### config.mk
export PLATFORM = sky130hd
export DESIGN_NAME = execTop
export DESIGN_NICKNAME = d
export VERILOG_FILES = /design/src/execPkg.sv /design/src/regFile.sv /design/src/alu.sv /design/src/execStage.sv /design/src/execCtrl.sv /design/src/execTop.sv
export SDC_FILE = /design/constraint.sdc
export NUM_CORES = 1
export LEC_CHECK = 0
export ABC_AREA = 0
export BUFFER_PORTS_ARGS = -buffer_cell sky130_fd_sc_hd__buf_2
export CAP_MARGIN = 20
export CORE_ASPECT_RATIO = 1.5
export CORE_MARGIN = 2
export CORE_UTILIZATION = 65
export DETAILED_ROUTE_END_ITERATION = 8
export PLACE_DENSITY = 0.91
export SETUP_SLACK_MARGIN = 0.4
export SYNTH_ARGS = -nofsm -noshare
export SYNTH_HDL_FRONTEND = slang
export SYNTH_SLANG_ARGS = --single-unit
### constraint.sdc
create_clock -name clk -period 16.1 [get_ports clk]
set_input_delay 1.61 -clock clk [delete_from_list [all_inputs] [get_ports clk]]
set_output_delay 1.61 -clock clk [all_outputs]
set_load 0.01 [all_outputs]
### src/execPkg.sv
////////////////////////////////////////////////////////////
// Shared widths, opcodes and instruction layout for the
// execute slice, referenced as execPkg::name everywhere
////////////////////////////////////////////////////////////
package execPkg;

  localparam int dataW = 16;                 // Data word width
  localparam int regW  = 4;                  // Register index width

  // Opcodes, values 10 to 15 are unused and retire nothing
  localparam logic [3:0] opAdd  = 4'd0;      // rd = rs + rt
  localparam logic [3:0] opSub  = 4'd1;      // rd = rs - rt
  localparam logic [3:0] opAnd  = 4'd2;      // Bitwise and
  localparam logic [3:0] opOr   = 4'd3;      // Bitwise or
  localparam logic [3:0] opXor  = 4'd4;      // Bitwise xor
  localparam logic [3:0] opSll  = 4'd5;      // Shift left logical
  localparam logic [3:0] opSrl  = 4'd6;      // Shift right logical
  localparam logic [3:0] opSra  = 4'd7;      // Shift right arithmetic
  localparam logic [3:0] opAddi = 4'd8;      // rd = rd + sext(imm8)
  localparam logic [3:0] opLli  = 4'd9;      // rd = sext(imm8)

  // Forwarding selector encoding
  localparam logic [1:0] fwdReg   = 2'b00;   // Value read at acceptance
  localparam logic [1:0] fwdExMem = 2'b10;   // Result one instruction ahead
  localparam logic [1:0] fwdMemWb = 2'b01;   // Result two instructions ahead

  ////////////////////////////////////////////////////////////
  // Instruction word, same bits seen as R-type or I-type
  ////////////////////////////////////////////////////////////
  typedef union packed {
    struct packed {
      logic [3:0] opcode;                    // Operation
      logic [3:0] rd;                        // Destination
      logic [3:0] rs;                        // Source A
      logic [3:0] rt;                        // Source B
    } r;
    struct packed {
      logic [3:0] opcode;                    // Operation
      logic [3:0] rd;                        // Destination, also source for addi
      logic [7:0] imm8;                      // Signed immediate
    } i;
  } instrWord_u;

endpackage

### src/regFile.sv
////////////////////////////////////////////////////////////
// Sixteen-entry register file, two async reads, one write
// A same-cycle write is bypassed to both read ports
////////////////////////////////////////////////////////////
`timescale 1ns/1ps

module regFile (
  input  logic                       clk,
  input  logic                       rst,
  input  logic [execPkg::regW-1:0]   rdAddrA,   // Read port A address
  input  logic [execPkg::regW-1:0]   rdAddrB,   // Read port B address
  input  logic                       wrEn,      // Retiring result write
  input  logic [execPkg::regW-1:0]   wrAddr,
  input  logic [execPkg::dataW-1:0]  wrData,
  output logic [execPkg::dataW-1:0]  rdDataA,
  output logic [execPkg::dataW-1:0]  rdDataB
);

  logic [execPkg::dataW-1:0] regs [16];      // Architectural registers

  always_ff @(posedge clk) begin
    if (rst) begin
      for (int k = 0; k < 16; k++) begin
        regs[k] <= '0;                       // All registers start at zero
      end
    end else if (wrEn) begin
      regs[wrAddr] <= wrData;
    end
  end

  // Write-through so an instruction accepted on the retire edge sees the result
  assign rdDataA = (wrEn && wrAddr == rdAddrA) ? wrData : regs[rdAddrA];
  assign rdDataB = (wrEn && wrAddr == rdAddrB) ? wrData : regs[rdAddrB];

endmodule

### src/alu.sv
////////////////////////////////////////////////////////////
// Combinational ALU, result plus raw Z/N/V conditions
// The execute stage decides which flags actually latch
////////////////////////////////////////////////////////////
`timescale 1ns/1ps

module alu (
  input  logic [execPkg::dataW-1:0]  a,
  input  logic [execPkg::dataW-1:0]  b,
  input  logic [3:0]                 op,
  output logic [execPkg::dataW-1:0]  y,
  output logic                       zSet,     // Result is zero
  output logic                       nSet,     // Result is negative
  output logic                       vSet      // Signed overflow
);

  logic [3:0] shAmt;                         // Shift distance

  assign shAmt = b[3:0];                     // Only low 4 bits count

  always_comb begin
    y    = '0;                               // Unused opcodes give zero
    vSet = 1'b0;
    case (op)
      execPkg::opAdd, execPkg::opAddi: begin
        y    = a + b;                        // Wraps
        vSet = (a[15] == b[15]) && (y[15] != a[15]);
      end
      execPkg::opSub: begin
        y    = a - b;
        vSet = (a[15] != b[15]) && (y[15] != a[15]);
      end
      execPkg::opAnd: begin
        y = a & b;
      end
      execPkg::opOr: begin
        y = a | b;
      end
      execPkg::opXor: begin
        y = a ^ b;
      end
      execPkg::opSll: begin
        y = a << shAmt;
      end
      execPkg::opSrl: begin
        y = a >> shAmt;
      end
      execPkg::opSra: begin
        y = $signed(a) >>> shAmt;            // Sign bit fills from the left
      end
      execPkg::opLli: begin
        y = b;                               // Immediate passes through
      end
      default: begin
        y = '0;
      end
    endcase
  end

  assign zSet = (y == '0);
  assign nSet = y[15];

endmodule

### src/execStage.sv
////////////////////////////////////////////////////////////
// Execute datapath: operand latches, forwarding muxes, ALU,
// flag register and the EX/MEM and MEM/WB result latches
////////////////////////////////////////////////////////////
`timescale 1ns/1ps

module execStage (
  input  logic                       clk,
  input  logic                       rst,
  input  logic                       advance,  // Whole pipeline moves
  input  logic                       exValid,  // ID/EX holds an instruction
  input  logic [execPkg::dataW-1:0]  rdDataA,
  input  logic [execPkg::dataW-1:0]  rdDataB,
  input  logic [1:0]                 fwdA,
  input  logic [1:0]                 fwdB,
  input  logic [3:0]                 aluOp,
  input  logic                       useImm,   // Second operand is immediate
  input  logic [execPkg::dataW-1:0]  immExt,
  input  logic                       zEn,
  input  logic                       nvEn,
  output logic [execPkg::dataW-1:0]  outData,  // MEM/WB result
  output logic                       zf,
  output logic                       nf,
  output logic                       vf
);

  logic [execPkg::dataW-1:0] opA, opB;       // ID/EX operand latches
  logic [execPkg::dataW-1:0] srcA, srcB;     // After forwarding
  logic [execPkg::dataW-1:0] aluB;           // After immediate select
  logic [execPkg::dataW-1:0] aluY;
  logic [execPkg::dataW-1:0] emResult;       // EX/MEM result
  logic [execPkg::dataW-1:0] mwResult;       // MEM/WB result
  logic zSet, nSet, vSet;

  ////////////////////////////////////////////////////////////
  // Operand select
  ////////////////////////////////////////////////////////////
  assign srcA = (fwdA == execPkg::fwdExMem) ? emResult :   // Nearest producer wins
                (fwdA == execPkg::fwdMemWb) ? mwResult :
                opA;
  assign srcB = (fwdB == execPkg::fwdExMem) ? emResult :
                (fwdB == execPkg::fwdMemWb) ? mwResult :
                opB;
  assign aluB = useImm ? immExt : srcB;

  alu alu_i (.a(srcA), .b(aluB), .op(aluOp), .y(aluY),
             .zSet(zSet), .nSet(nSet), .vSet(vSet));

  ////////////////////////////////////////////////////////////
  // Pipeline registers, payload only
  ////////////////////////////////////////////////////////////
  always_ff @(posedge clk) begin
    if (advance) begin
      opA      <= rdDataA;                   // Register values at acceptance
      opB      <= rdDataB;
      emResult <= aluY;
      mwResult <= emResult;                  // MEM only carries the result
    end
  end

  // Flags latch with EX/MEM, each group under its own enable
  always_ff @(posedge clk) begin
    if (rst) begin
      zf <= 1'b0;
      nf <= 1'b0;
      vf <= 1'b0;
    end else if (advance && exValid) begin
      if (zEn) zf <= zSet;
      if (nvEn) begin
        nf <= nSet;
        vf <= vSet;
      end
    end
  end

  assign outData = mwResult;

endmodule

### src/execCtrl.sv
////////////////////////////////////////////////////////////
// Pipeline control: decode, per-stage valid/destination,
// forwarding selection and the advance/retire handshake
////////////////////////////////////////////////////////////
`timescale 1ns/1ps

module execCtrl (
  input  logic                       clk,
  input  logic                       rst,
  input  logic                       inValid,
  input  logic [15:0]                inInstr,
  input  logic                       outReady,
  output logic                       inReady,
  output logic                       outValid,
  output logic [execPkg::regW-1:0]   outReg,
  output logic                       advance,
  output logic [execPkg::regW-1:0]   rdAddrA,
  output logic [execPkg::regW-1:0]   rdAddrB,
  output logic [1:0]                 fwdA,
  output logic [1:0]                 fwdB,
  output logic [3:0]                 aluOp,     // ID/EX latched
  output logic                       useImm,
  output logic [execPkg::dataW-1:0]  immExt,
  output logic                       zEn,
  output logic                       nvEn,
  output logic                       exValid,
  output logic                       wrEn       // Register file write on retire
);

  execPkg::instrWord_u dec;
  logic [3:0] opc;
  logic decWr, decUseA, decUseB, decImm, decZEn, decNvEn;
  logic idValid, idWr, idUseA, idUseB;       // ID/EX control
  logic [execPkg::regW-1:0] idRd, idSrcA, idSrcB;
  logic emValid, emWr;                       // EX/MEM control
  logic [execPkg::regW-1:0] emRd;
  logic mwValid, mwWr;                       // MEM/WB control
  logic [execPkg::regW-1:0] mwRd;

  ////////////////////////////////////////////////////////////
  // Decode
  ////////////////////////////////////////////////////////////
  assign dec = inInstr;
  assign opc = dec.r.opcode;

  always_comb begin
    decWr   = (opc <= execPkg::opLli);       // Opcodes 10..15 are bubbles
    decUseA = 1'b0;
    decUseB = 1'b0;
    decImm  = 1'b0;
    decZEn  = 1'b0;
    decNvEn = 1'b0;
    rdAddrA = dec.r.rs;
    rdAddrB = dec.r.rt;
    case (opc)
      execPkg::opAdd, execPkg::opSub: begin
        {decUseA, decUseB, decZEn, decNvEn} = 4'b1111;
      end
      execPkg::opAnd, execPkg::opOr, execPkg::opXor,
      execPkg::opSll, execPkg::opSrl, execPkg::opSra: begin
        {decUseA, decUseB, decZEn} = 3'b111; // Z only
      end
      execPkg::opAddi: begin
        rdAddrA = dec.i.rd;                  // Destination is also source
        {decUseA, decImm, decZEn, decNvEn} = 4'b1111;
      end
      execPkg::opLli: begin
        decImm = 1'b1;                       // No source, no flags
      end
      default: begin
        decWr = 1'b0;
      end
    endcase
  end

  ////////////////////////////////////////////////////////////
  // Handshake and stage tracking
  ////////////////////////////////////////////////////////////
  assign outValid = mwValid & mwWr;
  assign advance  = ~outValid | outReady;    // MEM/WB empty or draining
  assign inReady  = advance;
  assign wrEn     = outValid & outReady;
  assign outReg   = mwRd;
  assign exValid  = idValid;

  always_ff @(posedge clk) begin
    if (rst) begin
      {idValid, emValid, mwValid} <= 3'b000;
      {idWr, emWr, mwWr} <= 3'b000;
    end else if (advance) begin
      idValid <= inValid;
      idWr    <= decWr;
      emValid <= idValid;
      emWr    <= idWr;
      mwValid <= emValid;
      mwWr    <= emWr;
    end
  end

  always_ff @(posedge clk) begin
    if (advance) begin
      {idUseA, idUseB, useImm, zEn, nvEn} <= {decUseA, decUseB, decImm, decZEn, decNvEn};
      aluOp  <= opc;
      immExt <= {{8{dec.i.imm8[7]}}, dec.i.imm8};
      idRd   <= dec.r.rd;
      idSrcA <= rdAddrA;
      idSrcB <= rdAddrB;
      emRd   <= idRd;
      mwRd   <= emRd;
    end
  end

  // EX/MEM first, then MEM/WB, else the latched register value
  function automatic logic [1:0] fwdSel(input logic srcUsed,
                                        input logic [execPkg::regW-1:0] src);
    if (srcUsed && emValid && emWr && emRd == src) return execPkg::fwdExMem;
    if (srcUsed && mwValid && mwWr && mwRd == src) return execPkg::fwdMemWb;
    return execPkg::fwdReg;
  endfunction

  always_comb begin
    fwdA = fwdSel(idUseA, idSrcA);
    fwdB = fwdSel(idUseB, idSrcB);
  end

endmodule

### src/execTop.sv
////////////////////////////////////////////////////////////
// Top level of the execute slice, control plus datapath
// Instructions in on a valid/ready port, results out on one
////////////////////////////////////////////////////////////
`timescale 1ns/1ps

module execTop (
  input  logic                       clk,
  input  logic                       rst,
  input  logic                       inValid,
  input  logic [15:0]                inInstr,
  input  logic                       outReady,
  output logic                       inReady,
  output logic                       outValid,
  output logic [execPkg::regW-1:0]   outReg,   // Retiring destination
  output logic [execPkg::dataW-1:0]  outData,  // Retiring value
  output logic                       zf,
  output logic                       nf,
  output logic                       vf
);

  logic                      advance, exValid, wrEn;
  logic [execPkg::regW-1:0]  rdAddrA, rdAddrB;
  logic [execPkg::dataW-1:0] rdDataA, rdDataB;
  logic [1:0]                fwdA, fwdB;
  logic [3:0]                aluOp;
  logic                      useImm, zEn, nvEn;
  logic [execPkg::dataW-1:0] immExt;

  execCtrl execCtrl_i (
    .clk(clk), .rst(rst),
    .inValid(inValid), .inInstr(inInstr), .outReady(outReady),
    .inReady(inReady), .outValid(outValid), .outReg(outReg),
    .advance(advance), .rdAddrA(rdAddrA), .rdAddrB(rdAddrB),
    .fwdA(fwdA), .fwdB(fwdB), .aluOp(aluOp), .useImm(useImm),
    .immExt(immExt), .zEn(zEn), .nvEn(nvEn),
    .exValid(exValid), .wrEn(wrEn)
  );

  regFile regFile_i (                        // Written by the retiring result
    .clk(clk), .rst(rst),
    .rdAddrA(rdAddrA), .rdAddrB(rdAddrB),
    .wrEn(wrEn), .wrAddr(outReg), .wrData(outData),
    .rdDataA(rdDataA), .rdDataB(rdDataB)
  );

  execStage execStage_i (
    .clk(clk), .rst(rst), .advance(advance), .exValid(exValid),
    .rdDataA(rdDataA), .rdDataB(rdDataB), .fwdA(fwdA), .fwdB(fwdB),
    .aluOp(aluOp), .useImm(useImm), .immExt(immExt),
    .zEn(zEn), .nvEn(nvEn),
    .outData(outData), .zf(zf), .nf(nf), .vf(vf)
  );

endmodule

==> summary.md <==
| Metric | Value |
|---|---|
| Status | complete, no violations |
| Clock share of power | 0.287 |
| Sequential-to-total area share from yosys stat | 0.4730 |
| Yosys cell types | 82 |
| Max-slew headroom | 0.2653 |
| Seq cells post-synth | 361 |
| Die H | 233.0 um |
| Comb power frac | 0.232 |
| CORE AREA | approximately 34000 um^2 |
| HPWL Detailed | between 50000 and 60000 um |
| Clk_lat worst skew | between 500 and 600 ps |
| CTS H-tree depth | 1 |
| Die Span X | 156.7 um |
| Nets | 2222 |
| CTS max path bufs | 3 |
| Min Tclk post-route | between 6000 and 7000 ps |
| DRT antenna net count | 0 |
| Commonest non-fill, non-tap cell in the layout | edfxtp_1 |
| Worst EP arrival | 6940 ps |
| Num ports | 45 |
| Util after Layout | 0.7038 |
| Total CTS buffers | 31 |
| Mean Syn Cell Area | 10.26 um^2 |
| Cells after Synth | 2215 |
| # clock sinks | 361 |
| Layout area overhead | 6.452% |
| Most frequent cells in the layout | edfxtp_1, nand2_1, and2_1 |
| Post-cts resize count | 0 |
| Cell Pwr Density | about 110 nW/um^2 |
| Largest cells by area after synthesis | edfxtp_1, mux4_2, and2_1 |
| Ys flop type | edfxtp_1 |
| Root buffer cell | clkbuf_16 |
| Mapped cell area | 22730 um^2 |
| Die area | 36510 um^2 |
| Worst-Margin Slew | 1093 ps |
| IO buf count | between 40 and 50 |
| Drt drc | 0 |
| Initial antenna violation count | 5 |
| Yosys warnings | 0 |
| Final setup vio count | 0 |
| Reg2Reg Depth | 18 |
| Total power | about 2.6 mW |
| Placed Cells | 2582 |
| Max-cap violations | 0 |
| Largest net degree at the start of global routing | 93 |
| TritonCTS clock tree | done |
| Max Slew Vio Count | 0 |
| Fin crit share | 0.4042 |
| Syn_nets | between 2k and 2.5k |
| Filler Cell Count | ~2.3k |
| Number of vias per cell | about 7.4 |
| Via Count | about 20k |
| Kind of path behind the tightest hold check | reg -> reg |
| Postcts setup bufs | 0 |
| Max Fanout on Critical Path | 16 |
| Gr usage total | 0.4442 |
| Leading area contributor after synthesis | edfxtp_1 |
| Total net switching power | 0.8735 mW |
| First DRT Iteration DRCs | 2988 |
| Hold-fix buffers at CTS | 0 |
| Sequential power share | 0.481 |
| Hold path cells | 0 |
| Async S/R FF share, synth | 0 |
| Sw Share | 0.3381 |
| Gp weighted congestion | 1.035 |
| Post-Layout Inst Area | ~24000 um^2 |
| Setup TNS | 0 ps |
| P_leak | 9.081 nW |
| Final std cells w/o fill | 2644 |
| DRT Wirelength | 79190 um |
| First-pass DRT Iterations | 7 |
| Post-synth EDFFs | around 350 |
| Area of the multi-input gates | 11040 um^2 |
| Synth top area share | 0.4651 |
| Dpl cell area | 23160 um^2 |
| Data required time of the worst path | 16530 ps |
| Max Fclk | roughly 150 MHz |
| Clock skew | approximately 25 ps |
| Vias in the first global route | about 19k |
| Clock slew at reported path FFs | 70 ps |
| Worst VDD drop | 0.00009829 V |
| Grt total ovfl | 0 |
| Num rows | 83 |
| DR WL/cell | 29.95 um |
| Final Hold Viols | 0 |
| Crit start category | register |
| First-pass GRT wire length | ~120000 um |
| Initial Util | 0.6612 |
| P_int | 1.710 mW |
| Kind of critical path | reg -> reg |
| Critical Path Sink Type | register |
| Layout cells sized above 1 | 0.1416 |
| RSZ-0062 raised after global routing | no |
| FF+latch area | 10750 um^2 |
Yosys cell counts (4+ instances only):
cell type,instances
mux4_2,80
a21o_1,12
a31oi_1,62
nor2_1,96
buf_1,20
nand4_1,5
mux2i_1,18
a221o_1,7
or2_2,20
xor2_1,5
a211o_1,5
dfxtp_1,9
nand2b_1,9
nor3_1,59
or3_1,7
clkbuf_1,148
and3_1,58
xnor2_1,25
o211ai_1,14
nand3b_1,6
nand2_1,325
inv_1,53
edfxtp_1,352
ha_1,49
buf_6,6
o31ai_1,7
mux2_2,37
a221oi_1,15
a311oi_1,37
nand3_1,109
nor4_1,6
buf_2,12
o22ai_1,11
o21ai_0,78
a211oi_1,29
and2_1,248
a21oi_1,87
o221ai_1,5
a21boi_0,4
a32oi_1,6
area by class of cell:
class | instances | share of cell area
antenna | 2 | 0.0002069
clock buffer | 37 | 0.03300
clock inverter | 19 | 0.007396
inverter | 59 | 0.009568
multi-input combinational | 1604 | 0.4561
sequential | 361 | 0.4444
tap | 467 | 0.02415
timing repair buffer | 95 | 0.02519
critical path: stages, from the launching register on:
cell and delay [ps]:
edfxtp_1 860, xnor2_1 220, and3_1 300, nand2_1 490
mux2i_1 260, a21oi_1 640, a21bo_2 270, ha_1 310
or2_2 310, a21oi_1 230, a31oi_1 140, a211oi_1 430
o21bai_1 100, a21o_1 230, a21o_1 190, a21oi_1 260
xnor2_1 110, a32oi_1 820, a211oi_1 170
worst paths after layout:
| path | startpoint | to | slack, ps |
|---|---|---|---|
| worst max-delay path | execCtrl_i.outReg[0] | execStage_i.vf | 9590 |
| worst max register to register | execCtrl_i.outReg[0] | execStage_i.vf | 9590 |
| worst min register to register | execCtrl_i.idRd[2] | execCtrl_i.emRd[2] | 440 |
| worst min-delay path | execCtrl_i.idRd[2] | execCtrl_i.emRd[2] | 440 |
power groups by stage:
stage               Combinational, mW  Sequential (mW)  Clock (mW)
finish                          0.599             1.24       0.741
CTS                             0.569             1.23       0.736
floorplan                       0.416             1.16           0
global placement                0.555             1.24           0
global route                    0.629             1.25       0.769
detailed placement              0.563             1.25           0
sequential cells by signal, summed over array words and instances (netlist names), 3 cells and up:
signal	flops
regFile_i.regs	256
execStage_i.emResult	16
execStage_i.opA	16
execStage_i.opB	16
execStage_i.outData	16
execCtrl_i.immExt	5
execCtrl_i.aluOp	4
execCtrl_i.emRd	4
execCtrl_i.idRd	4
execCtrl_i.idSrcA	4
execCtrl_i.outReg	4
execCtrl_i.idSrcB	3
cell families (layout without fill, tap and decap cells):
family	Yosys count	after routing	synth area share
xor+xnor	30	30	0.01156
simple gates	969	969	0.2136
fa+ha+maj	50	50	0.02786
buf+inv	250	210	0.04470
flops	361	361	0.4730
mux	135	135	0.1055
other cells	0	2	0
compound gates	420	420	0.1237
per-layer routing:
layer  vias up  track usage  share of wire
li1       8038            -              -
met3       555      0.09778           0.11
met5         -            0        0.00051
met4         6       0.3578           0.11
met2      1701       0.7595           0.50
met1      9134       0.4681           0.29
metrics by stage:
step,hold WS [ps],worst slack [ps]
2_1_floorplan,400.3,10630
3_3_place_gp,431.1,9819
3_5_place_dp,423.0,9561
4_1_cts,439.1,9770
5_1_grt,454.9,9273
6_report,437.2,9592
No activity file was read; power rests on OpenSTA's default activity.
